--- config.mk ---
export PLATFORM = sky130hd
export DESIGN_NAME = pipe_reg
export DESIGN_NICKNAME = d
export VERILOG_FILES = /design/src/hdl/rvseed_pkg.sv /design/src/hdl/pipe_reg.sv
export SDC_FILE = /design/constraint.sdc
export NUM_CORES = 1
export LEC_CHECK = 0
export ABC_AREA = 1
export BUFFER_PORTS_ARGS = -buffer_cell sky130_fd_sc_hd__buf_4
export CAP_MARGIN = 20
export CORE_AREA = 4 4 155 157
export CTS_CLUSTER_DIAMETER = 80
export DETAILED_ROUTE_END_ITERATION = 7
export DIE_AREA = 0 0 159 161
export SKIP_CTS_REPAIR_TIMING = 1
export SLEW_MARGIN = 20
export SYNTH_ARGS = -nofsm -noshare
export SYNTH_HDL_FRONTEND = slang
export SYNTH_SLANG_ARGS = --single-unit
--- constraint.sdc ---
create_clock -name clk -period 0.9 [get_ports clk]
set_clock_uncertainty 0.2 [all_clocks]
set_input_delay 0.135 -clock clk [delete_from_list [all_inputs] [get_ports clk]]
set_output_delay 0.135 -clock clk [all_outputs]
set_load 0.1 [all_outputs]
--- src/hdl/rvseed_pkg.sv ---
`default_nettype none

package rvseed_pkg;

    localparam int XLEN       = 64;
    localparam int REG_ADDR_W = 5;

    // access size as carried in the load/store encoding
    typedef enum logic [1:0] {
        SZ_BYTE   = 2'd0,
        SZ_HALF   = 2'd1,
        SZ_WORD   = 2'd2,
        SZ_DOUBLE = 2'd3
    } mem_size_e;

    // item handed over by execute
    typedef struct packed {
        logic                  valid;
        logic                  reg_wen;
        logic [REG_ADDR_W-1:0] rd;
        logic [XLEN-1:0]       alu_res;     // result or effective address
        logic                  is_load;
        logic                  is_store;
        mem_size_e             size;
        logic                  load_unsigned;
        logic [XLEN-1:0]       store_data;  // unshifted rs2 value
        logic                  ebreak;
        logic [XLEN-1:0]       pc;
    } ex_mem_t;

    // item leaving the memory stage
    typedef struct packed {
        logic                  valid;
        logic                  reg_wen;
        logic [REG_ADDR_W-1:0] rd;
        logic                  from_mem;    // writeback takes load_data
        logic [XLEN-1:0]       alu_res;
        logic [XLEN-1:0]       load_data;   // already aligned and extended
        logic                  ebreak;
        logic [XLEN-1:0]       pc;
    } mem_wb_t;

    // data memory request
    typedef struct packed {
        logic            valid;
        logic            we;
        logic [XLEN-1:0] addr;
        logic [XLEN-1:0] wdata;   // lane aligned
        logic [7:0]      wmask;   // one bit per byte lane
    } dmem_req_t;

    // register file write port
    typedef struct packed {
        logic                  en;
        logic [REG_ADDR_W-1:0] addr;
        logic [XLEN-1:0]       data;
    } reg_wr_t;

endpackage

`default_nettype wire

--- src/hdl/pipe_reg.sv ---
`timescale 1ns/1ps
`default_nettype none

module pipe_reg #(
    parameter type      payload_t = rvseed_pkg::mem_wb_t,
    parameter payload_t RST_VAL   = '0
) (
    input  wire logic     clk,
    input  wire logic     rst_n,
    input  wire logic     hold_i,    // keep current contents
    input  wire logic     flush_i,   // load a bubble
    input  wire payload_t d_i,
    output payload_t      q_o
);

    payload_t bubble;

    // reset image with the valid bit forced low
    always_comb begin
        bubble       = RST_VAL;
        bubble.valid = 1'b0;
    end

    always_ff @(posedge clk or negedge rst_n) begin
        if (!rst_n) begin
            q_o <= RST_VAL;
        end else if (hold_i) begin
            q_o <= q_o;
        end else if (flush_i) begin
            q_o <= bubble;
        end else begin
            q_o <= d_i;
        end
    end

    // a stage is either frozen or drained by its neighbours, never both
    hold_flush_excl_a: assert property (
        @(posedge clk) disable iff (!rst_n) !(hold_i && flush_i)
    ) else $error("pipe_reg: hold and flush asserted together");

endmodule

`default_nettype wire

==> run_results.csv <==
group,metric,value,unit
run_status,status,"finished, violations left",
run_status,violations,"negative hold slack, negative setup slack",
placed_design,place_congestion,0.848,
cells_and_area,num-fill-cells,1226,
power,clkPwrFrac,29.8,%
grt,grt_pass1_vias,6968,
power,worst_ir_drop_vdd,1.63,mV
placed_design,detailed_place_hpwl,20300,um
yosys,syn_avg_cell_area,8.85,um^2
yosys,ys_seq_area_share,66.9,%
yosys,synth_edf_count,0,
placed_design,place_ws,-0.287,ns
critical_path,crit_required,0.56,ns
sta,finalSetupViolCount,379,
min_path,worstHoldPathType,"in -> async",
power,powerDensity,1830,mW/mm^2
floorplan,rows,55,
cells_and_area,diodes,0,
sta,drv_slew,0,
yosys,synth_top_cell_by_area,"dfrtp_1",
grt,grt_pass1_wl,40400,um
sta,fin_tns_setup,-126.33,ns
sta,finalWorstSetupSlack,-0.634,ns
yosys,yosysWarnings,0,
placed_design,numPortBuffers,405,
sta,worst_pin_slew,0.435,ns
route,wire_per_inst,19.1,um
critical_path,path_delay_family,"flip-flops",
yosys,yosysMostFrequentCell,"nand2_1",
cells_and_area,areaGrowthSynthToFinish,134,%
yosys,synthesis.nets,1054,
clock_network,worst_skew_pair.late_latency,0.51,ns
power,p_leak,8.29,nW
cells_and_area,final_nets,1683,
power,p_sw,11.8,mW
floorplan,die_x,159,um
clock_network,cts_tree,"yes",
critical_path,cp-end-kind,"output pin",
yosys,synthArstFlopShare,100,%
critical_path,worstPathCellList,"buf_12",
floorplan,die_area,0.0256,mm^2
critical_path,crit_path_top_delay_cell,"dfrtp_4",
route,drt-initial-drc-count,338,
placed_design,placedCellCount,1533,
sta,max-slew-margin-rel,70.9,%
yosys,synth_top_flop_cell,"dfrtp_1",
yosys,yosysTopAreaCellShare,66.9,%
floorplan,die_h,161,um
cells_and_area,largest_reg_flops,201,
cells_and_area,stdcell_count,1779,
floorplan,coreArea,0.0225,mm^2
power,swShare,36.7,%
cells_and_area,seq_area,0.00578,mm^2
power,internal-power,20.3,mW
cells_and_area,reg_top3,"q_o: 201 flops",
cells_and_area,drive_gt1_share,51.5,%
grt,grt_max_degree,38,
floorplan,ioPinCount,406,
critical_path,crit_fanout,2,
yosys,synth_cells,849,
route,postRouteAntennaNets,0,
clock_network,htreeDepth,1,
clock_network,root_buffer,"clkbuf_16",
clock_network,cts_sinks,201,
power,seqPwrFrac,34.5,%
critical_path,max_stage_delay,0.51,ns
power,comb_power_share,35.7,%
cells_and_area,largest_register,"q_o",
sta,min_period_over_period,170,%
yosys,synthesis.area,0.00751,mm^2
sta,timing.fmax,0.652,GHz
job,drv_cap,0,
route,via_count,8312,
route,routed_wl,34000,um
sta,rsz0062_at_grt,"true",
route,route.detailed.drc,0,
critical_path,worstSetupPathType,"reg -> out",
grt,grt_antenna_before_repair,0,
sta,timing.hold.ws,-0.714,ns
sta,period_minus_slack,1.53,ns
clock_network,path_clk_slew,0.06,ns
power,p_total,32.1,mW
grt,grt_overflow,0,
cells_and_area,multi_input_area,0.00249,mm^2
yosys,synth.distinct_cells,5,
critical_path,critPathBufInv,1,
clock_network,numCtsBuffers,24,
critical_path,start_kind,"flip-flop",
route,drt_pass1_iterations,4,
floorplan,initial_core_util,33.4,%
yosys,yosys-top-cells-area,"dfrtp_1, nand2_1, buf_2, clkbuf_1, nor2_1",
critical_path,worstPathArrival,1.20,ns
grt,gr-usage-all-layers,19.7,%
yosys,synthTopCellsByCount,"nand2_1, dfrtp_1, buf_2",
yosys,synth_seq_cells,201,
sta,final-hold-violation-count,226,
clock_network,cts_max_path_buffers,3,
route,vias_per_cell,4.67,
-- path summary, 6_finish.rpt --
check / from / end / slack (ns) / cells past startpoint
max: q_o[11] / q_o[11] / -0.63 / 1
min: rst_n / q_o[100] / -0.71 / 1
max reg2reg: q_o[112] / q_o[112] / -0.13 / 2
min reg2reg: q_o[80] / q_o[80] / 0.34 / 2
max in group asynchronous: rst_n / q_o[102] / -0.02 / 3
min in group clk: flush_i / q_o[15] / -0.16 / 5
-- stage by stage --
step / utilization, % / cell area (um^2)
final: 78.0 / 17600
after global routing: 78.0 / 17600
after CTS: 56.8 / 12800
after detailed placement: 53.4 / 12000
after global placement: 53.4 / 12000
after floorplan: - / 8270
-- cell type report --
cell class | instances | area share [%]
timing repair buffer | 647 | 46.4
sequential | 201 | 32.9
multi-input combinational | 604 | 14.2
clock buffer | 35 | 4.06
tap | 285 | 2.03
clock inverter | 7 | 0.363
-- power by group through the flow --
| stage | clock network, mW | registers [mW] | logic (mW) |
|---|---|---|---|
| final | 9.58 | 11.1 | 11.5 |
| after CTS | 9.77 | 10.6 | 8.70 |
| after global placement | 0 | 10.7 | 8.66 |
| after floorplan | 0 | 16.0 | 0.788 |
| after detailed placement | 0 | 10.7 | 8.70 |
| after global routing | 10.2 | 11.2 | 11.8 |
-- logic make-up after synthesis --
family | share of synthesized area, %
and+or+nand+nor | 30.2
DFF | 66.9
buffers and inverters | 2.90
-- per-layer routing --
| metal | vias to the layer above | global-route usage [%] | share of wire (%) |
|---|---|---|---|
| li1 | 3792 | - | - |
| met1 | 4076 | 23.2 | 35 |
| met2 | 335 | 34.9 | 54 |
| met3 | 109 | 5.82 | 5.5 |
| met4 | 0 | 5.88 | 5.4 |
| met5 | - | 0 | 0 |
-- cells in the final DEF (no fill, tap or decap) --
master | Yosys | final
buf_12 | 0 | 222
buf_6 | 0 | 1
nand2_1 | 603 | 516
clkbuf_16 | 0 | 25
bufinv_16 | 0 | 1
inv_6 | 0 | 1
dlygate4sd3_1 | 0 | 203
clkbuf_8 | 0 | 6
nand2_2 | 0 | 87
clkbuf_1 | 2 | 5
dfrtp_4 | 0 | 201
clkinv_2 | 0 | 5
nor2_4 | 0 | 1
buf_4 | 0 | 220
(Power assumes the default switching activity.)
