`config.mk`:
```
export PLATFORM = sky130hd
export DESIGN_NAME = reg_file
export DESIGN_NICKNAME = d
export VERILOG_FILES = /design/src/hdl/rvseed_pkg.sv /design/src/hdl/reg_file.sv
export SDC_FILE = /design/constraint.sdc
export NUM_CORES = 2
export LEC_CHECK = 0
export BUFFER_PORTS_ARGS = -buffer_cell sky130_fd_sc_hd__buf_2
export CAP_MARGIN = 20
export CORE_ASPECT_RATIO = 1.5
export CORE_MARGIN = 2
export CORE_UTILIZATION = 50
export CTS_BUF_LIST = sky130_fd_sc_hd__clkbuf_16
export DETAILED_ROUTE_END_ITERATION = 16
export MAX_ROUTING_LAYER = met4
export PLACE_DENSITY_LB_ADDON = 0.08
export SLEW_MARGIN = 20
export SYNTH_ARGS = -nofsm -noshare
export SYNTH_HDL_FRONTEND = slang
export SYNTH_SLANG_ARGS = --single-unit
```
`constraint.sdc`:
```
create_clock -name clk -period 1.8 [get_ports clk]
set_clock_uncertainty 0.15 [all_clocks]
set_input_delay 0.09 -clock clk [delete_from_list [all_inputs] [get_ports clk]]
set_output_delay 0.09 -clock clk [all_outputs]
set_load 0.03 [all_outputs]
```
`src/hdl/rvseed_pkg.sv`:
```
`default_nettype none

package rvseed_pkg;

    localparam int XLEN       = 64;
    localparam int REG_ADDR_W = 5;

    // access size as carried in the load/store encoding
    typedef enum logic [1:0] {
        SZ_BYTE   = 2'd0,
        SZ_HALF   = 2'd1,
        SZ_WORD   = 2'd2,
        SZ_DOUBLE = 2'd3
    } mem_size_e;

    // item handed over by execute
    typedef struct packed {
        logic                  valid;
        logic                  reg_wen;
        logic [REG_ADDR_W-1:0] rd;
        logic [XLEN-1:0]       alu_res;     // result or effective address
        logic                  is_load;
        logic                  is_store;
        mem_size_e             size;
        logic                  load_unsigned;
        logic [XLEN-1:0]       store_data;  // unshifted rs2 value
        logic                  ebreak;
        logic [XLEN-1:0]       pc;
    } ex_mem_t;

    // item leaving the memory stage
    typedef struct packed {
        logic                  valid;
        logic                  reg_wen;
        logic [REG_ADDR_W-1:0] rd;
        logic                  from_mem;    // writeback takes load_data
        logic [XLEN-1:0]       alu_res;
        logic [XLEN-1:0]       load_data;   // already aligned and extended
        logic                  ebreak;
        logic [XLEN-1:0]       pc;
    } mem_wb_t;

    // data memory request
    typedef struct packed {
        logic            valid;
        logic            we;
        logic [XLEN-1:0] addr;
        logic [XLEN-1:0] wdata;   // lane aligned
        logic [7:0]      wmask;   // one bit per byte lane
    } dmem_req_t;

    // register file write port
    typedef struct packed {
        logic                  en;
        logic [REG_ADDR_W-1:0] addr;
        logic [XLEN-1:0]       data;
    } reg_wr_t;

endpackage

`default_nettype wire

```
`src/hdl/reg_file.sv`:
```
`timescale 1ns/1ps
`default_nettype none

module reg_file (
    input  wire logic                              clk,
    input  wire logic                              rst_n,
    input  wire rvseed_pkg::reg_wr_t               wr_i,
    input  wire logic [rvseed_pkg::REG_ADDR_W-1:0] rs1_addr_i,
    input  wire logic [rvseed_pkg::REG_ADDR_W-1:0] rs2_addr_i,
    output logic      [rvseed_pkg::XLEN-1:0]       rs1_data_o,
    output logic      [rvseed_pkg::XLEN-1:0]       rs2_data_o
);

    localparam int NUM_REGS = 2 ** rvseed_pkg::REG_ADDR_W;

    logic [rvseed_pkg::XLEN-1:0] regs [1:NUM_REGS-1];   // no storage for x0

    always_ff @(posedge clk or negedge rst_n) begin
        if (!rst_n) begin
            for (int i = 1; i < NUM_REGS; i++) begin
                regs[i] <= '0;
            end
        end else if (wr_i.en) begin
            regs[wr_i.addr] <= wr_i.data;
        end
    end

    // no bypass, a write shows up after the edge
    assign rs1_data_o = (rs1_addr_i == '0) ? '0 : regs[rs1_addr_i];
    assign rs2_data_o = (rs2_addr_i == '0) ? '0 : regs[rs2_addr_i];

    // writeback already filters x0
    no_x0_write_a: assert property (
        @(posedge clk) disable iff (!rst_n) wr_i.en |-> (wr_i.addr != '0)
    ) else $error("reg_file: write enable with address zero");

endmodule

`default_nettype wire

```
==> insert_results.sql <==
INSERT INTO impl_metrics (metric_group, metric, value, unit) VALUES
('run_status', 'run_status', 'finished, violations left', ''),
('run_status', 'violations', 'setup timing', ''),
('synthesis', 'yosysMostFrequentCell', 'sky130_fd_sc_hd__mux2_2', ''),
('power', 'worst_ir_drop_vdd', '0.815', 'mV'),
('timing', 'worst_slack', '-1.22', 'ns'),
('worst_hold_path', 'worst_hold_startpoint', 'wr_i[40]', ''),
('power', 'power_leakage', '60.7', 'nW'),
('timing', 'achievable-frequency', '331', 'MHz'),
('final_layout', 'final_nets', '8745', ''),
('detailed_routing', 'wirelength', '386', 'mm'),
('synthesis', 'ys_ff_latch', '1984', ''),
('flow_run', 'cap_violations', '0', ''),
('grt', 'antenna_found_initial', '19', ''),
('final_layout', 'multi_input_gate_area', '0.0557', 'mm²'),
('detailed_routing', 'first_pass_iters', '6', ''),
('die', 'fp.dieH', '570', 'µm'),
('synthesis', 'syn_nets', '7471', ''),
('synthesis', 'synth.area.mux_share', '43.2', '%'),
('critical_path', 'worstPathMaxFanout', '3', ''),
('placement', 'place_congestion', '0.883', ''),
('die', 'die_width', '382', 'µm'),
('final_layout', 'largest_register_ffs', '1984', ''),
('synthesis', 'synth-main-ff-cell', 'sky130_fd_sc_hd__dfrtp_1', ''),
('detailed_routing', 'remaining_drc_errors', '0', ''),
('grt', 'grt.met1_usage', '46.9', '%'),
('detailed_routing', 'post_drt_wl_per_cell', '33.1', 'µm'),
('placement', 'numPortBuffers', '209', ''),
('timing', 'timing.final.max_slew_violations', '0', ''),
('synthesis', 'synth_top_family_by_area', 'multiplexers', ''),
('synthesis', 'adder_cell_area_share_of_the_yosys_netlist', '0', '%'),
('final_layout', 'flow.area_growth_from_synthesis', '26.5', '%'),
('synthesis', 'synth.cell_area', '0.107', 'mm²'),
('synthesis', 'synthDominantCellAreaShare', '46.4', '%'),
('synthesis', 'post_synth.cell_area_avg', '14.5', 'µm²'),
('final_layout', 'fillerInstances', '16200', ''),
('final_layout', 'leading_registers_by_flop_count', 'regs (1984)', ''),
('timing', 'period_minus_slack', '3.02', 'ns'),
('clock_tree', 'clock_sinks', '1984', ''),
('die', 'initial_utilization', '50.1', '%'),
('detailed_routing', 'drtIter0Drc', '6113', ''),
('grt', 'globalRouteMet2Util', '58.5', '%'),
('die', 'fp.dieArea', '0.218', 'mm²'),
('detailed_routing', 'vias', '75600', ''),
('grt', 'grt_overflow_total', '0', ''),
('power', 'power-per-cell-area', '1030', 'mW/mm²'),
('worst_hold_path', 'hold_end', 'regs[232]', ''),
('clock_tree', 'tritoncts', 'built', ''),
('worst_hold_path', 'hp_class', 'input port to flop', ''),
('timing', 'worst_slew_pin_slew', '0.954', 'ns'),
('clock_tree', 'cts_inserted_buffers', '204', ''),
('worst_hold_path', 'hold_crit_depth', '3', ''),
('critical_path', 'timing.reg2reg.setup_slack', '0.64', 'ns'),
('final_layout', 'final_layout_size_suffix_gt1_share', '60.0', '%'),
('timing', 'finalSetupViolations', '137', ''),
('final_layout', 'registers.top_by_ff_count', 'regs', ''),
('grt', 'grt-busiest-layer', 'met2', ''),
('timing', 'max-slew-margin-rel', '36.1', '%'),
('clock_tree', 'clk_transition_reported_paths', '0.07', 'ns'),
('clock_tree', 'root_buffer', 'sky130_fd_sc_hd__clkbuf_16', ''),
('synthesis', 'synth_sequential_area_ratio', '46.4', '%'),
('placement', 'detailed_place.area', '0.126', 'mm²'),
('critical_path', 'timing_worst_setup_path_type', 'flop to primary output', ''),
('critical_path', 'reg2reg_depth', '3', ''),
('synthesis', 'library_cells_used_by_synthesis', '46', ''),
('synthesis', 'fraction_of_the_mapped_netlist_area_in_compound_gates', '4.41', '%'),
('synthesis', 'synth_area_leader_cell', 'sky130_fd_sc_hd__dfrtp_1', ''),
('grt', 'aggregate_global_route_resource_usage', '36.4', '%'),
('die', 'ios', '210', ''),
('timing', 'ratio_of_final_minimum_period_to_clock_period', '168', '%'),
('synthesis', 'netlist_instances', '7389', ''),
('placement', 'dpl.hpwl', '260', 'mm');
## repair_timing
action,4_1_cts,5_1_grt
hold buffers,73,0
buffers inserted,33,16
cloned,0,1
endpoints found under the setup margin,128,513
pin swaps,135,101
resized for setup,403,99
endpoints found under the hold margin,3968,0
## metrics by stage
step	utilization [%]	setup TNS (ns)	instances	power [mW]	hold WS (ns)
finish	63.4	-121.02	11700	140	0.239
CTS	63.1	-127.02	11600	139	0.185
detailed placement	59.0	-277.84	11200	95.5	-0.142
global route	63.4	-129.31	11700	145	0.241
floorplan	-	-2.48	7389	80.9	-0.356
global placement	59.0	-273.13	11200	94.2	-0.138
## placed cells by master (no fill, tap or decap), types with 63 or more instances in the layout
master and n:
sky130_fd_sc_hd__buf_2 70, sky130_fd_sc_hd__nor3_1 73, sky130_fd_sc_hd__inv_1 65, sky130_fd_sc_hd__mux4_2 734
sky130_fd_sc_hd__a21oi_1 86, sky130_fd_sc_hd__mux2_2 2104, sky130_fd_sc_hd__buf_6 183, sky130_fd_sc_hd__nand2_1 145
sky130_fd_sc_hd__clkbuf_16 208, sky130_fd_sc_hd__nor2b_1 91, sky130_fd_sc_hd__buf_12 405, sky130_fd_sc_hd__o211ai_1 74
sky130_fd_sc_hd__dlygate4sd3_1 70, sky130_fd_sc_hd__o21ai_2 63, sky130_fd_sc_hd__buf_4 1127, sky130_fd_sc_hd__a221oi_1 105
sky130_fd_sc_hd__dfrtp_1 1984, sky130_fd_sc_hd__nor2_1 63, sky130_fd_sc_hd__mux2i_1 472
## critical path: stages, from the launching register on
cell and delay (ns):
sky130_fd_sc_hd__dfrtp_1 0.39, sky130_fd_sc_hd__mux4_2 0.47, sky130_fd_sc_hd__mux2_2 0.27, sky130_fd_sc_hd__o211ai_1 0.33, sky130_fd_sc_hd__o21ai_2 0.15, sky130_fd_sc_hd__buf_12 0.17, sky130_fd_sc_hd__buf_8 0.13
## report_power, final
group / leakage [nW] / internal (mW) / switching [mW] / total [mW]
Sequential: 25.4 / 53.3 / 6.34 / 59.7
Combinational: 32.1 / 22.2 / 15.2 / 37.4
Clock: 3.28 / 23.6 / 18.8 / 42.4
## cells by family (layout without fill, tap and decap cells)
kind of cell           count (synthesis)  in the layout
other                                  0             14
buffers and inverters                823           2251
muxes                               3425           3425
and+or+nand+nor                      501            501
DFF                                 1984           1984
AOI/OAI and AO/OA                    656            656
## area by class of cell
| type | instances | share of cell area, % |
|---|---|---|
| flip-flops and latches | 1984 | 36.7 |
| repair buffers | 1870 | 14.7 |
| clock inverters | 153 | 0.909 |
| well taps | 2835 | 2.62 |
| clock buffers | 207 | 3.83 |
| multi-input cells | 4582 | 41.2 |
| inverters | 21 | 0.0582 |
| diodes | 14 | 0.0259 |
## how the worst max path moves through the flow
stage / start / to / cells after the start
6_report: regs[1016] / rs2_data_o[56] / 6
3_5_place_dp: rs1_addr_i[0] / rs1_data_o[45] / 11
3_3_place_gp: rs1_addr_i[0] / rs1_data_o[42] / 10
4_1_cts: regs[952] / rs2_data_o[56] / 6
2_1_floorplan: rs1_addr_i[0] / rs1_data_o[42] / 9
5_1_grt: regs[888] / rs2_data_o[56] / 6
## per-layer routing
layer	wire [µm]	part of all wire (%)
met1	156000	40
met2	189000	49
met3	22100	5.7
met4	18900	4.9
met5	0	0
No activity file was read; power rests on OpenSTA's default activity.
