$ cat config.mk
export PLATFORM = sky130hd
export DESIGN_NAME = mem_stage
export DESIGN_NICKNAME = d
export VERILOG_FILES = /design/src/hdl/rvseed_pkg.sv /design/src/hdl/load_align.sv /design/src/hdl/mem_stage.sv
export SDC_FILE = /design/constraint.sdc
export NUM_CORES = 1
export LEC_CHECK = 0
export BUFFER_PORTS_ARGS = -buffer_cell sky130_fd_sc_hd__buf_2
export CORE_AREA = 2 2 238 240
export DETAILED_ROUTE_END_ITERATION = 10
export DIE_AREA = 0 0 240 242
export MAX_ROUTING_LAYER = met4
export PLACE_DENSITY = 0.39
export SLEW_MARGIN = 10
export SYNTH_ARGS = -nofsm -noshare
export SYNTH_HDL_FRONTEND = slang
export SYNTH_SLANG_ARGS = --single-unit
$ cat constraint.sdc
create_clock -name vclk -period 2.9
set_input_delay 0.435 -clock vclk [all_inputs]
set_output_delay 0.435 -clock vclk [all_outputs]
set_load 0.005 [all_outputs]
$ cat src/hdl/rvseed_pkg.sv
`default_nettype none

package rvseed_pkg;

    localparam int XLEN       = 64;
    localparam int REG_ADDR_W = 5;

    // access size as carried in the load/store encoding
    typedef enum logic [1:0] {
        SZ_BYTE   = 2'd0,
        SZ_HALF   = 2'd1,
        SZ_WORD   = 2'd2,
        SZ_DOUBLE = 2'd3
    } mem_size_e;

    // item handed over by execute
    typedef struct packed {
        logic                  valid;
        logic                  reg_wen;
        logic [REG_ADDR_W-1:0] rd;
        logic [XLEN-1:0]       alu_res;     // result or effective address
        logic                  is_load;
        logic                  is_store;
        mem_size_e             size;
        logic                  load_unsigned;
        logic [XLEN-1:0]       store_data;  // unshifted rs2 value
        logic                  ebreak;
        logic [XLEN-1:0]       pc;
    } ex_mem_t;

    // item leaving the memory stage
    typedef struct packed {
        logic                  valid;
        logic                  reg_wen;
        logic [REG_ADDR_W-1:0] rd;
        logic                  from_mem;    // writeback takes load_data
        logic [XLEN-1:0]       alu_res;
        logic [XLEN-1:0]       load_data;   // already aligned and extended
        logic                  ebreak;
        logic [XLEN-1:0]       pc;
    } mem_wb_t;

    // data memory request
    typedef struct packed {
        logic            valid;
        logic            we;
        logic [XLEN-1:0] addr;
        logic [XLEN-1:0] wdata;   // lane aligned
        logic [7:0]      wmask;   // one bit per byte lane
    } dmem_req_t;

    // register file write port
    typedef struct packed {
        logic                  en;
        logic [REG_ADDR_W-1:0] addr;
        logic [XLEN-1:0]       data;
    } reg_wr_t;

endpackage

`default_nettype wire

$ cat src/hdl/load_align.sv
`timescale 1ns/1ps
`default_nettype none

module load_align (
    input  wire logic [rvseed_pkg::XLEN-1:0] rdata_i,     // full aligned memory word
    input  wire logic [2:0]                  offset_i,    // byte offset in the word
    input  wire rvseed_pkg::mem_size_e       size_i,
    input  wire logic                        unsigned_i,
    output logic      [rvseed_pkg::XLEN-1:0] data_o
);

    localparam int W = rvseed_pkg::XLEN;

    logic [W-1:0] shifted;
    logic         misaligned;

    assign shifted = rdata_i >> {offset_i, 3'b000};   // addressed byte to lane 0

    always_comb begin
        data_o = shifted;
        unique case (size_i)
            rvseed_pkg::SZ_BYTE: begin
                if (unsigned_i) begin
                    data_o = {{(W-8){1'b0}}, shifted[7:0]};
                end else begin
                    data_o = {{(W-8){shifted[7]}}, shifted[7:0]};
                end
            end
            rvseed_pkg::SZ_HALF: begin
                if (unsigned_i) begin
                    data_o = {{(W-16){1'b0}}, shifted[15:0]};
                end else begin
                    data_o = {{(W-16){shifted[15]}}, shifted[15:0]};
                end
            end
            rvseed_pkg::SZ_WORD: begin
                if (unsigned_i) begin
                    data_o = {{(W-32){1'b0}}, shifted[31:0]};
                end else begin
                    data_o = {{(W-32){shifted[31]}}, shifted[31:0]};
                end
            end
            rvseed_pkg::SZ_DOUBLE: data_o = shifted;   // nothing to extend
        endcase
    end

    // natural alignment per access size
    assign misaligned = (size_i == rvseed_pkg::SZ_HALF   && offset_i[0])
                     || (size_i == rvseed_pkg::SZ_WORD   && offset_i[1:0] != 2'd0)
                     || (size_i == rvseed_pkg::SZ_DOUBLE && offset_i != 3'd0);

    always_comb begin
        align_a: assert #0 (!misaligned)
            else $error("load_align: offset %0d illegal for size %s", offset_i, size_i.name());
    end

endmodule

`default_nettype wire

$ cat src/hdl/mem_stage.sv
`timescale 1ns/1ps
`default_nettype none

module mem_stage (
    input  wire logic                        clk,
    input  wire logic                        rst_n,
    input  wire rvseed_pkg::ex_mem_t         ex_mem_i,
    output rvseed_pkg::dmem_req_t            dmem_req_o,
    input  wire logic                        dmem_rsp_valid_i,   // one cycle pulse
    input  wire logic [rvseed_pkg::XLEN-1:0] dmem_rdata_i,
    output logic                             stall_o,
    output rvseed_pkg::mem_wb_t              mem_wb_o
);

    logic                        ld;
    logic                        st;
    logic [2:0]                  offset;
    logic [2:0]                  ld_offset;
    logic [7:0]                  size_mask;
    logic [rvseed_pkg::XLEN-1:0] load_data;

    assign ld     = ex_mem_i.valid & ex_mem_i.is_load;
    assign st     = ex_mem_i.valid & ex_mem_i.is_store;
    assign offset = ex_mem_i.alu_res[2:0];

    // byte enables before lane shift
    always_comb begin
        unique case (ex_mem_i.size)
            rvseed_pkg::SZ_BYTE:   size_mask = 8'h01;
            rvseed_pkg::SZ_HALF:   size_mask = 8'h03;
            rvseed_pkg::SZ_WORD:   size_mask = 8'h0f;
            rvseed_pkg::SZ_DOUBLE: size_mask = 8'hff;
        endcase
    end

    // loads stay on the bus until the response, stores go out once
    always_comb begin
        dmem_req_o.valid = ld | st;
        dmem_req_o.we    = st;
        dmem_req_o.addr  = ex_mem_i.alu_res;
        dmem_req_o.wdata = ex_mem_i.store_data << {offset, 3'b000};
        dmem_req_o.wmask = st ? (size_mask << offset) : 8'h00;
    end

    assign stall_o = ld & ~dmem_rsp_valid_i;   // waiting on load data

    // only a real load presents its offset to the aligner
    assign ld_offset = ld ? offset : 3'd0;

    load_align u_load_align (
        .rdata_i    (dmem_rdata_i),
        .offset_i   (ld_offset),
        .size_i     (ex_mem_i.size),
        .unsigned_i (ex_mem_i.load_unsigned),
        .data_o     (load_data)
    );

    always_comb begin
        mem_wb_o.valid     = ex_mem_i.valid & ~stall_o;   // bubble while stalled
        mem_wb_o.reg_wen   = ex_mem_i.reg_wen;
        mem_wb_o.rd        = ex_mem_i.rd;
        mem_wb_o.from_mem  = ex_mem_i.is_load;
        mem_wb_o.alu_res   = ex_mem_i.alu_res;
        mem_wb_o.load_data = load_data;
        mem_wb_o.ebreak    = ex_mem_i.ebreak;
        mem_wb_o.pc        = ex_mem_i.pc;
    end

    // EX/MEM must freeze the load while it waits
    req_stable_a: assert property (
        @(posedge clk) disable iff (!rst_n) stall_o |=> $stable(dmem_req_o)
    ) else $error("mem_stage: pending load request changed before response");

endmodule

`default_nettype wire

==> flow_results.xml <==
<?xml version="1.0" encoding="UTF-8"?>
<metrics>
  <group name="run_status">
    <metric name="outcome" unit="">finished clean</metric>
  </group>
  <group name="global_routing">
    <metric name="gr-total-overflow" unit="">0</metric>
    <metric name="grt_start_max_net_pins" unit="">95</metric>
    <metric name="grt_util_all_layers" unit="">0.103</metric>
    <metric name="wire_length_of_the_first_global_routing_pass" unit="um">44700</metric>
    <metric name="grt_antenna_before_repair" unit="">1</metric>
    <metric name="vias_in_the_first_global_route" unit="">6794</metric>
  </group>
  <group name="timing">
    <metric name="period_share" unit="">0.969</metric>
    <metric name="final_max_slew_viol_count" unit="">0</metric>
    <metric name="timing.final.crit_period" unit="ns">2.81</metric>
    <metric name="timing.hold.ws" unit="ns">0.870</metric>
    <metric name="setup_violations" unit="">0</metric>
    <metric name="maxSlewHeadroom" unit="">0.342</metric>
    <metric name="tightest_slew" unit="ns">0.980</metric>
    <metric name="final-hold-violation-count" unit="">0</metric>
    <metric name="setup_repair_after_global_routing_missed_its_margin" unit="">false</metric>
    <metric name="fin_tns_setup" unit="ns">0</metric>
    <metric name="timing_limited_maximum_frequency" unit="MHz">356</metric>
  </group>
  <group name="floorplanning">
    <metric name="die_width" unit="um">240</metric>
    <metric name="dieArea" unit="um^2">58100</metric>
    <metric name="core-area" unit="um^2">55700</metric>
    <metric name="io_pins" unit="">612</metric>
    <metric name="row_count" unit="">87</metric>
    <metric name="floorplan.initialDensity" unit="">0.108</metric>
    <metric name="floorplan.die.height" unit="um">242</metric>
  </group>
  <group name="place">
    <metric name="numPlacedInstances" unit="">1732</metric>
    <metric name="routabilityCongestion" unit="">0.870</metric>
    <metric name="port_buffers" unit="">285</metric>
    <metric name="placement.cell_area" unit="um^2">6990</metric>
    <metric name="hpwl_after_detailed_placement" unit="um">26100</metric>
  </group>
  <group name="critical_path">
    <metric name="setup_crit_path_kind" unit="">input port to output port</metric>
    <metric name="end_kind" unit="">output port</metric>
    <metric name="crit_arrival" unit="ns">2.38</metric>
    <metric name="startpoint_type" unit="">input port</metric>
    <metric name="critical_path_peak_fanout" unit="">36</metric>
    <metric name="worstPathRequired" unit="ns">2.47</metric>
  </group>
  <group name="cts">
    <metric name="post_cts_hold_buffer_count" unit="">0</metric>
    <metric name="post_cts_setup_buffers" unit="">0</metric>
    <metric name="cts_resized" unit="">0</metric>
  </group>
  <group name="route">
    <metric name="drt_iter0_markers" unit="">278</metric>
    <metric name="wirelength" unit="um">31900</metric>
    <metric name="met2_routed_length" unit="um">15300</metric>
    <metric name="drtAntennaViolNets" unit="">0</metric>
    <metric name="top_layer_used" unit="">met4</metric>
    <metric name="drt_pre_antenna_iters" unit="">7</metric>
    <metric name="remaining_drc_errors" unit="">0</metric>
    <metric name="drt-wirelength-per-cell" unit="um">18.4</metric>
    <metric name="via_per_inst" unit="">4.06</metric>
    <metric name="via_count" unit="">7028</metric>
    <metric name="met3_wirelength" unit="um">2760</metric>
    <metric name="drt-met1-wl" unit="um">12000</metric>
  </group>
  <group name="yosys">
    <metric name="synth.avg_cell_area" unit="um^2">6.47</metric>
    <metric name="synth_top_area_share" unit="">0.253</metric>
    <metric name="area_leader_netlist" unit="">sky130_fd_sc_hd__buf_4</metric>
    <metric name="synth-seq-area-share" unit="">0</metric>
    <metric name="postSynthNetCount" unit="">1203</metric>
    <metric name="synth.lib_cells_used.distinct" unit="">49</metric>
    <metric name="synth.top_cells.by_area" unit="">sky130_fd_sc_hd__buf_4, sky130_fd_sc_hd__mux2i_1, sky130_fd_sc_hd__nand2_1, sky130_fd_sc_hd__a21oi_1, sky130_fd_sc_hd__mux2_2</metric>
    <metric name="post_synthesis_instance_area" unit="um^2">6020</metric>
    <metric name="ys.warnings.count" unit="">0</metric>
    <metric name="synthCells" unit="">931</metric>
  </group>
  <group name="layout">
    <metric name="finalInstanceArea" unit="um^2">7010</metric>
    <metric name="final-seq-area" unit="um^2">0</metric>
    <metric name="n_clock_buffer" unit="">0</metric>
    <metric name="finish.cell_count_without_fillers" unit="">1733</metric>
    <metric name="final_common_cell" unit="">sky130_fd_sc_hd__buf_2</metric>
    <metric name="sequential_cell_total" unit="">0</metric>
    <metric name="area_of_the_multi_input_gates" unit="um^2">4110</metric>
    <metric name="finalNetCount" unit="">1250</metric>
    <metric name="layout-drive-gt1-share" unit="">0.387</metric>
    <metric name="filler_cell_count" unit="">6598</metric>
    <metric name="syn2layout_area_growth" unit="%">16.4</metric>
    <metric name="layout_common_cells" unit="">sky130_fd_sc_hd__buf_2, sky130_fd_sc_hd__nand2_1, sky130_fd_sc_hd__mux2i_1</metric>
  </group>
  <group name="hold_path">
    <metric name="holdCritPathClass" unit="">input port to output port</metric>
  </group>
  <group name="flow_run">
    <metric name="timing.max_cap.violations" unit="">0</metric>
  </group>
  <group name="pwr">
    <metric name="max_ir_drop_vdd" unit="V">0.0000429</metric>
    <metric name="p_leak" unit="uW">0.00334</metric>
    <metric name="powerDensity" unit="nW/um^2">170</metric>
  </group>
</metrics>
[layout make-up]
type                       count  area share
tap                          756       0.135
antenna                        1    0.000357
timing repair buffer         331       0.272
multi-input combinational    633       0.586
inverter                      12     0.00643
[synthesized netlist by cell type (10+ instances only)]
cell type                  number
sky130_fd_sc_hd__a211oi_1      17
sky130_fd_sc_hd__a21o_1        17
sky130_fd_sc_hd__a21oi_1       76
sky130_fd_sc_hd__a311oi_1      13
sky130_fd_sc_hd__and3_1        10
sky130_fd_sc_hd__buf_1         11
sky130_fd_sc_hd__buf_2         32
sky130_fd_sc_hd__buf_4        203
sky130_fd_sc_hd__clkbuf_1      39
sky130_fd_sc_hd__inv_1         11
sky130_fd_sc_hd__mux2_2        32
sky130_fd_sc_hd__mux2i_1       81
sky130_fd_sc_hd__nand2_1      104
sky130_fd_sc_hd__nand3_1       27
sky130_fd_sc_hd__nor2_1        63
sky130_fd_sc_hd__nor2b_1       25
sky130_fd_sc_hd__o211ai_1      11
sky130_fd_sc_hd__o21ai_0       45
sky130_fd_sc_hd__o221ai_1      17
sky130_fd_sc_hd__o22ai_1       17
[layer usage]
metal,vias to the layer above,GRT usage
met4,0,0.0539
met5,-,-
met2,435,0.173
li1,3206,-
met1,3261,0.113
met3,126,0.0231
[cells by family after synthesis]
logic type / Yosys count / share of synthesized area
buffers and inverters: 298 / 0.320
and+or+nand+nor: 267 / 0.206
AOI/OAI and AO/OA: 252 / 0.275
muxes: 114 / 0.198
[power breakdown]
part | leakage [uW] | total (uW) | switching, uW | internal [uW]
combinational | 0.00334 | 1190 | 676 | 515
sequential | 0 | 0 | 0 | 0
clock | 0.00000000634 | 0.0000463 | 0 | 0.0000463
total | 0.00334 | 1190 | 676 | 515
[stage by stage]
step / power (uW) / setup slack, ns / util
after global routing: 1310 / 0.00680 / 0.126
final: 1190 / 0.0895 / 0.126
after global placement: 1200 / 0.0452 / 0.125
after floorplan: 832 / 0.500 / -
after CTS: 1210 / 0.0316 / 0.125
after detailed placement: 1200 / 0.0438 / 0.125
[path summary, 6_finish.rpt]
check                          from      endpoint  cells after the start  slack (ns)
worst max-delay path  ex_mem_i[204]  mem_wb_o[67]                     10        0.09
worst min-delay path   ex_mem_i[36]  mem_wb_o[36]                      0        0.87
[worst max-delay path, cell delays in order]
cell and delay, ns:
sky130_fd_sc_hd__buf_2 0.15, sky130_fd_sc_hd__buf_4 0.23, sky130_fd_sc_hd__and3_1 0.22, sky130_fd_sc_hd__buf_12 0.17, sky130_fd_sc_hd__and2_1 0.20, sky130_fd_sc_hd__a211oi_1 0.39
sky130_fd_sc_hd__buf_4 0.18, sky130_fd_sc_hd__a311oi_1 0.04, sky130_fd_sc_hd__a21o_1 0.17, sky130_fd_sc_hd__buf_2 0.12
No activity file was read; power rests on OpenSTA's default activity.
