===== config.mk =====
export PLATFORM = sky130hd
export DESIGN_NAME = wb_stage
export DESIGN_NICKNAME = d
export VERILOG_FILES = /design/src/hdl/rvseed_pkg.sv /design/src/hdl/wb_stage.sv
export SDC_FILE = /design/constraint.sdc
export NUM_CORES = 1
export LEC_CHECK = 0
export ABC_AREA = 1
export BUFFER_PORTS_ARGS = -buffer_cell sky130_fd_sc_hd__buf_2
export CAP_MARGIN = 5
export CORE_AREA = 2 2 106 108
export DETAILED_ROUTE_END_ITERATION = 7
export DIE_AREA = 0 0 108 110
export PLACE_DENSITY = 0.58
export SYNTH_ARGS = -nofsm -noshare
export SYNTH_HDL_FRONTEND = slang
export SYNTH_SLANG_ARGS = --single-unit

===== constraint.sdc =====
create_clock -name vclk -period 0.8
set_input_delay 0.08 -clock vclk [all_inputs]
set_output_delay 0.08 -clock vclk [all_outputs]
set_load 0.01 [all_outputs]

===== src/hdl/rvseed_pkg.sv =====
`default_nettype none

package rvseed_pkg;

    localparam int XLEN       = 64;
    localparam int REG_ADDR_W = 5;

    // access size as carried in the load/store encoding
    typedef enum logic [1:0] {
        SZ_BYTE   = 2'd0,
        SZ_HALF   = 2'd1,
        SZ_WORD   = 2'd2,
        SZ_DOUBLE = 2'd3
    } mem_size_e;

    // item handed over by execute
    typedef struct packed {
        logic                  valid;
        logic                  reg_wen;
        logic [REG_ADDR_W-1:0] rd;
        logic [XLEN-1:0]       alu_res;     // result or effective address
        logic                  is_load;
        logic                  is_store;
        mem_size_e             size;
        logic                  load_unsigned;
        logic [XLEN-1:0]       store_data;  // unshifted rs2 value
        logic                  ebreak;
        logic [XLEN-1:0]       pc;
    } ex_mem_t;

    // item leaving the memory stage
    typedef struct packed {
        logic                  valid;
        logic                  reg_wen;
        logic [REG_ADDR_W-1:0] rd;
        logic                  from_mem;    // writeback takes load_data
        logic [XLEN-1:0]       alu_res;
        logic [XLEN-1:0]       load_data;   // already aligned and extended
        logic                  ebreak;
        logic [XLEN-1:0]       pc;
    } mem_wb_t;

    // data memory request
    typedef struct packed {
        logic            valid;
        logic            we;
        logic [XLEN-1:0] addr;
        logic [XLEN-1:0] wdata;   // lane aligned
        logic [7:0]      wmask;   // one bit per byte lane
    } dmem_req_t;

    // register file write port
    typedef struct packed {
        logic                  en;
        logic [REG_ADDR_W-1:0] addr;
        logic [XLEN-1:0]       data;
    } reg_wr_t;

endpackage

`default_nettype wire


===== src/hdl/wb_stage.sv =====
`timescale 1ns/1ps
`default_nettype none

module wb_stage (
    input  wire rvseed_pkg::mem_wb_t mem_wb_i,
    output rvseed_pkg::reg_wr_t      wr_o,
    output logic                     ebreak_o
);

    logic rd_nonzero;

    assign rd_nonzero = (mem_wb_i.rd != '0);

    always_comb begin
        // x0 writes are dropped here
        wr_o.en   = mem_wb_i.valid & mem_wb_i.reg_wen & rd_nonzero;
        wr_o.addr = mem_wb_i.rd;
        if (mem_wb_i.from_mem) begin
            wr_o.data = mem_wb_i.load_data;
        end else begin
            wr_o.data = mem_wb_i.alu_res;
        end
    end

    // retirement of ebreak, one cycle per item
    assign ebreak_o = mem_wb_i.valid & mem_wb_i.ebreak;

endmodule

`default_nettype wire


==> results.md, run 1 <==
- Status: finished clean
- Clock buffer count in the final layout: 0
- Initial Utilization: 12.39%
- DRT Pass-1 Iters: 3
- Synth Area in XOR/XNOR: 0%
- I/O Pins: 272
- DIE HEIGHT: between 100 and 150 um
- Post-Synthesis Cells: 221
- Synth Area per Inst: between 5 and 6 um^2
- Area Overhead vs Synth: 86.59%
- WS Path Type: primary input to output port
- Max stage delay on crit path: roughly 180 ps
- Min-delay worst type: primary input to output port
- Core area: 0.01070 mm^2
- Number of fillers in the final layout: about 1.2k
- Final min period: 770.2 ps
- Fraction of layout cells with a size suffix above 1: approximately two thirds
- Mapped Area: around 0.0013 mm^2
- Detail Placement HPWL: between 4000 and 5000 um
- Via density per instance: between 3 and 4
- Final Util: around 23%
- Dpl cell area: approximately 0.0024 mm^2
- Seq/Total Area, Yosys: 0%
- Distinct cells, synth: 11
- DRT iter0 DRCs: 37
- CP Max Fanout: 27
- GPL Wtd Cong: 0.7066
- Width of the die: 108 um
- Drt drc: 0
- Initial antenna violation count: 0
- IO Port Bufs: approximately 210
- WL/cell: around 9 um
- Top cell type's share of synthesized area: a little over two fifths
- ANT nets after route: 0
- Largest family of logic cells by synthesized area: compound AO/OA/AOI/OAI gates
- PwrDens: around 550 mW/mm^2
- Relative slew slack: between 80% and 90%
- Setup Viol. Count Final: 0
- Final Hold Viols: 0
- Largest net degree at the start of global routing: 28
- Synth Area in Simple Gates: between 20 and 25%
- Vias in the first global route: between 1.5k and 2k
- Mux cell area share after synthesis: 0%
- Post-Route WL: 4907 um
- Total number of vias: between 1.5k and 2k
- Unrepaired setup endpoints after global routing: yes
- Number of flip-flops and latches: 0
- Fmax: ~1300 MHz
- Max Slew Vio Count: 0
- Setup crit end kind: output port
- CP Data Required Time: a little over 700 ps
- Worst VDD drop: roughly 0.26 mV
- First-pass GRT wire length: about 6700 um
- Worst-path cell chain: buf_16 > buf_16 > o21ai_2 > buf_2
- Final Cycle Share: 96.27%
- Nets@finish: 619
- Fin area: about 0.0025 mm^2
- FF+latch area: 0 um^2
- Post-synth top cells: 68 x inv_1, 64 x o21ai_2, 63 x nand2_1
- Ys Warns: 0
- Worst path top cell family by delay: buffers and inverters
- Die area: between 0.01 and 0.015 mm^2
- Critical Path Most Common Cell: buf_16
- Critical path's slowest cell: buf_16
- Critical path arrival: approximately 690 ps
- Post-Synth Adder-Cell Area: 0%
- Syn nets: approximately 420
- Startpoint types: primary input
- Compound-Gate Fraction of Synth Area: a little over two fifths
- Worst slew pin tran: ~180 ps
- Antenna diodes: 0
- GR Util All Layers: about 6.7%
- Max_cap viols: 0
- Leak: about 1.6 nW
- Yosys top cell by area: o21ai_2
- Row Count: 38
- Total global routing overflow: 0
- Largest cells by area after synthesis: o21ai_2 42%, inv_1 19%, nand2_1 18%
- Buf+Inv Stages, Crit Path: 3
- Count leader, synth: inv_1
-- layer usage --
| metal | up-vias | global-route usage (%) | routed length (um) |
|---|---|---|---|
| li1 | 1043 | - | - |
| met1 | 803 | 7.037 | 1731 |
| met2 | 130 | 14.82 | 2579 |
| met3 | 0 | 0.5291 | 597 |
| met4 | 0 | 0 | 0 |
| met5 | - | 0 | 0 |
-- layout make-up --
class	count	area, um^2	share of cell area [%]
Inverter	68	255.2	10.32
Tap cell	140	175.2	7.085
Timing Repair Buffer	214	1205	48.74
Multi-Input combinational cell	134	837.1	33.86
-- placed cells by master, fill, tap and decap left out --
cell	netlist	final
buf_6	7	1
nand2_2	4	5
buf_2	0	207
nand2_1	63	62
nor2_1	2	2
buf_16	0	5
nand3_1	1	1
buf_12	3	1
o21ai_2	64	64
inv_1	68	68
-- power by group --
group          internal (mW)  switching, mW
Clock                      0              0
Sequential                 0              0
Combinational          0.685          0.673
Total                  0.685          0.673
-- worst paths after layout --
check | startpoint | end | slack, ps | cells after the start
worst max-delay path | mem_wb_i[193] | wr_o[1] | 30 | 4
worst min-delay path | mem_wb_i[194] | wr_o[64] | 360 | 2
-- logic make-up after synthesis --
kind of cell           count (synthesis)
buffers and inverters                 87
AOI/OAI and AO/OA                     64
and+or+nand+nor                       70
-- timing repair --
item / CTS / global route
hold buffers: 0 / 0
pin swaps: 0 / 14
setup buffers: 0 / 0
gates cloned: 2 / 0
endpoints found under the setup margin: 60 / 28
gates resized for setup: 11 / 2
-- metrics by stage --
| step | TNS, ps | instances | hold slack, ps | power (mW) | worst slack [ps] |
|---|---|---|---|---|---|
| 6_report | 0 | 556 | 359.1 | 1.358 | 29.84 |
| 5_1_grt | -63.39 | 556 | 367.9 | 1.506 | -12.15 |
| 4_1_cts | 0 | 556 | 359.9 | 1.380 | 23.24 |
| 3_5_place_dp | -4856 | 554 | 359.1 | 1.301 | -112.0 |
| 3_3_place_gp | -4137 | 554 | 359.3 | 1.292 | -95.86 |
| 2_1_floorplan | 0 | 221 | 249.1 | 0.7570 | 176.4 |
Note: power is estimated with default switching activity, not from simulation.
==> inputs of run 2 (changes only) <==
- PLACE_DENSITY: 0.58 -> 0.54
==> run 2 against run 1 <==
Effect of this change:
- design area up 5.6%
- die area unchanged
- power grew 5.0%
- largest cell class unchanged
- critical path depth unchanged
- critical path type unchanged
- wire length shrank 1.7%
- worst setup slack got worse by 4.2 ps
- clock-buffer cell count unchanged
- first-iteration DRC count decreased by 46%
- final cell count rose by 1.4%
- maximum frequency is 0.54% lower
==> results.md, run 2 (synthesis results as in run 1) <==
- Setup crit end kind: output port
- Commonest non-fill, non-tap cell in the layout: buf_2
- Number of flip-flops and latches: 0
- FF+latch area: 0 um^2
- GR Util All Layers: under 10%
- Worst path top cell family by delay: buffers and inverters
- DIE HEIGHT: roughly 110 um
- Initial antenna violation count: 0
- Fin area: 0.002611 mm^2
- DRT iter0 DRCs: 20
- DR WL met3: between 400 and 500 um
- Fraction of layout cells with a size suffix above 1: between 60% and 70%
- Critical path's slowest cell: clkbuf_16
- IO Port Bufs: 208
- Worst slew pin tran: ~120 ps
- Status: finished clean
- Fmax: roughly 1300 MHz
- Via density per instance: approximately 3.5
- Min-delay worst type: primary input to output port
- Relative slew slack: 91.97%
- Max stage delay on crit path: ~180 ps
- Hold slack: 358.7 ps
- PwrDens: about 550 mW/mm^2
- Final worst slack: between 20 and 30 ps
- Max_cap viols: 0
- Most frequent cells in the layout: 206 x buf_2, 68 x inv_1, 63 x o21ai_2, 62 x nand2_1
- Worst VDD drop: 0.2023 mV
- Critical path arrival: roughly 690 ps
- Area Overhead vs Synth: 97.07%
- First-pass GRT wire length: about 6600 um
- Vias in the first global route: roughly 1.6k
- ANT nets after route: 0
- CP Max Fanout: 11
- Routed met2 length: approximately 2700 um
- Detail Placement HPWL: 3924 um
- Die area: roughly 0.012 mm^2
- Setup Viol. Count Final: 0
- Clock buffer count in the final layout: 0
- Max Slew Vio Count: 0
- Wl on met1: between 1500 and 2000 um
- Leak: between 1.5 and 2 nW
- WL/cell: approximately 8.5 um
- Core area: 0.01070 mm^2
- Uppermost layer routed: met3
- Post-placement cell count: ~560
- Drt drc: 0
- Post-Route WL: just under 5000 um
- Final Cycle Share: between 90% and 100%
- Worst-path cell chain: clkbuf_16 > clkbuf_16 > o21ai_2 > buf_2
- Stages on worst setup path: 4
- DRT Pass-1 Iters: 3
- I/O Pins: 272
- Final Util: between 20% and 30%
- GPL Wtd Cong: between 0.6 and 0.7
- Buf+Inv Stages, Crit Path: 3
- Placement Setup Slack: -225.1 ps
- Unrepaired setup endpoints after global routing: yes
- Total number of vias: between 1.5k and 2k
- Width of the die: between 100 and 150 um
- WS Path Type: primary input to output port
- Final cell count without fillers: between 500 and 600
- Largest net degree at the start of global routing: 23
- Nets@finish: about 630
- Row Count: 38
- Startpoint types: primary input
- Antenna diodes: 0
- Post-cts hold buffer count: 0
- Final Hold Viols: 0
- Critical Path Most Common Cell: clkbuf_16
- CP Data Required Time: a little over 700 ps
- Hold depth: 2
- Final min period: 774.3 ps
- Total global routing overflow: 0
- Initial Utilization: 12.39%
- Dpl cell area: 0.002394 mm^2
run 2: worst paths after layout:
check | startpoint | to | slack [ps]
min | mem_wb_i[198] | wr_o[68] | 360
max | mem_wb_i[193] | wr_o[38] | 30
run 2: report_power, final:
part           internal, mW  total, mW  switching [mW]
clock network             0          0               0
logic                 0.748       1.43           0.678
registers                 0          0               0
total                 0.748       1.43           0.678
run 2: stage by stage:
| stage | setup TNS (ps) | total power [mW] |
|---|---|---|
| final | 0 | 1.426 |
| after global routing | -25.57 | 1.582 |
| after CTS | 0 | 1.381 |
| after detailed placement | -6169 | 1.303 |
| after global placement | -5710 | 1.302 |
| after floorplan | 0 | 0.7570 |
run 2: layout make-up:
type / instances / area [um^2]
Fill cell: 1196 / 8087
Timing Repair Buffer: 222 / 1336
Multi-Input combinational cell: 134 / 844.6
Inverter: 68 / 255.2
Tap cell: 140 / 175.2
run 2: timing repair:
action | CTS | global route
setup buffers | 0 | 1
resized for setup | 13 | 5
endpoints found under the setup margin | 61 | 27
gates cloned | 2 | 3
run 2: routing by layer:
metal  global-route usage, %  vias up
met5                       0        -
met4                       0        0
met3                  0.5879        0
met2                   14.02      107
met1                   7.108      770
li1                        -     1071
==> inputs of run 3 (changes only) <==
- BUFFER_PORTS_ARGS: -buffer_cell sky130_fd_sc_hd__buf_2 -> -buffer_cell sky130_fd_sc_hd__clkbuf_2
- PLACE_DENSITY: 0.54 -> unset
==> run 3 against run 2 <==
Effect of this change:
- sequential share of layout area unchanged
- via count down 1.1%
- final cell count unchanged
- largest power group unchanged
- core utilization down 0.28 points
- first-iteration DRC count rose to 2.8 times the previous value
- wire length up 2.9%
- design area down 1.1%
- die area unchanged
- combinational power about the same
- largest cell class unchanged
==> results.md, run 3 (synthesis results as in run 1) <==
- WL/cell: between 8 and 9 um
- Most frequent cells in the layout: 202 x clkbuf_2, 68 x inv_1, 64 x o21ai_2, 63 x nand2_1, 5 x buf_2
- Nets@finish: between 600 and 700
- Startpoint types: primary input
- Max Slew Vio Count: 0
- Min-delay worst type: primary input to output port
- DIE HEIGHT: between 100 and 150 um
- Leak: ~1.7 nW
- Critical path's slowest cell: clkbuf_16
- DRT iter0 DRCs: 55
- Initial Utilization: around an eighth
- Footprint of the multi-input gates: between 800 and 900 um^2
- Clock buffer count in the final layout: 0
- CP Data Required Time: ~720 ps
- Largest net degree at the start of global routing: 17
- Area Overhead vs Synth: 94.81%
- First-pass GRT wire length: ~6900 um
- GPL Wtd Cong: slightly below 0.7
- Status: finished clean
- Number of fillers in the final layout: about 1.2k
- Total global routing overflow: 0
- Max_cap viols: 0
- Worst slew pin tran: between 100 and 150 ps
- Post-placement cell count: 560
- Switching power: 686.9 uW
- Setup crit end kind: output port
- Final cell count without fillers: roughly 560
- Worst path top cell family by delay: buffers and inverters
- Detail Placement HPWL: approximately 4200 um
- Final min period: 775.1 ps
- Number of flip-flops and latches: 0
- WS Path Type: primary input to output port
- Int Pwr: about 730 uW
- PwrDens: around 550 mW/mm^2
- Relative slew slack: about nine tenths
- I/O Pins: between 200 and 300
- FF+latch area: 0 um^2
- Clk pwr share: 0%
- Initial antenna violation count: 0
- Drt drc: 0
- Commonest non-fill, non-tap cell in the layout: clkbuf_2
- Core area: ~0.011 mm^2
- Vias in the first global route: ~1.6k
- Post-cts hold buffer count: 0
- Width of the die: 108 um
- Row Count: 38
- Max stage delay on crit path: 160 ps
- DRT Pass-1 Iters: 3
- Final Hold Viols: 0
- Post-Route WL: between 4000 and 5000 um
- Die area: roughly 0.012 mm^2
- Comb pwr share: 100.0%
- CP Max Fanout: 13
- Setup Viol. Count Final: 0
- Final Cycle Share: between 90% and 100%
- Total number of vias: around 1.9k
- Reg power frac: 0%
- Fraction of layout cells with a size suffix above 1: between 60% and 70%
- ANT nets after route: 0
- Critical path arrival: roughly 700 ps
- Via density per instance: around 3.4
- Buf+Inv Stages, Crit Path: 3
- Switching share of power: 48.36%
- Unrepaired setup endpoints after global routing: yes
- Worst-path cell chain: clkbuf_16 > buf_16 > o21ai_2 > buf_2
- Fmax: roughly 1300 MHz
- Number of setup buffers added after CTS: 0
- Final Util: between 20% and 30%
- GR Util All Layers: approximately 6.9%
- IO Port Bufs: 208
- Worst VDD drop: 0.1801 mV
- Antenna diodes: 0
[run 3: changes by cell type in the layout (fill, tap and decap cells not counted), sizes merged]
| cell | before | now |
|---|---|---|
| buf | 219 | 18 |
| clkbuf | 3 | 204 |
[run 3: power by group through the flow]
stage	combinational [mW]	clock, mW	sequential [mW]
5_1_grt	1.58	0	0
3_5_place_dp	1.33	0	0
3_3_place_gp	1.32	0	0
2_1_floorplan	0.757	0	0
4_1_cts	1.40	0	0
6_report	1.42	0	0
[run 3: per-stage QoR]
step	power [mW]	setup WS [ps]	hold slack [ps]	setup TNS (ps)	instance area [um^2]
detailed placement	1.331	-138.1	384.2	-5776	2409
global placement	1.324	-97.95	381.1	-4618	2409
CTS	1.396	11.23	384.2	0	2499
global route	1.576	-6.270	389.2	-6.270	2581
floorplan	0.7570	176.4	249.1	0	1325
finish	1.420	24.90	380.5	0	2581
[run 3: cell type report]
type | count | area share [%]
inverter | 68 | 9.889
timing repair buffer | 222 | 50.99
tap | 140 | 6.786
multi-input combinational | 134 | 32.33
[run 3: per-layer routing]
metal / share of wire, % / vias up / GRT usage, %
met4: 0 / 0 / 0
met5: 0 / - / 0
met2: 57 / 100 / 15.27
met3: 9.9 / 0 / 0.7055
met1: 33 / 763 / 7.108
li1: - / 1063 / -
[run 3: final timing paths]
kind,startpoint,endpoint,slack [ps],cells past startpoint
setup / recovery,mem_wb_i[193],wr_o[63],20,4
hold / removal,mem_wb_i[196],wr_o[66],380,2
[run 3: repair_timing]
action,in CTS,in global routing
setup endpoints to repair,63,26
gates resized for setup,11,12
endpoints found under the hold margin,0,0
cloned,2,2
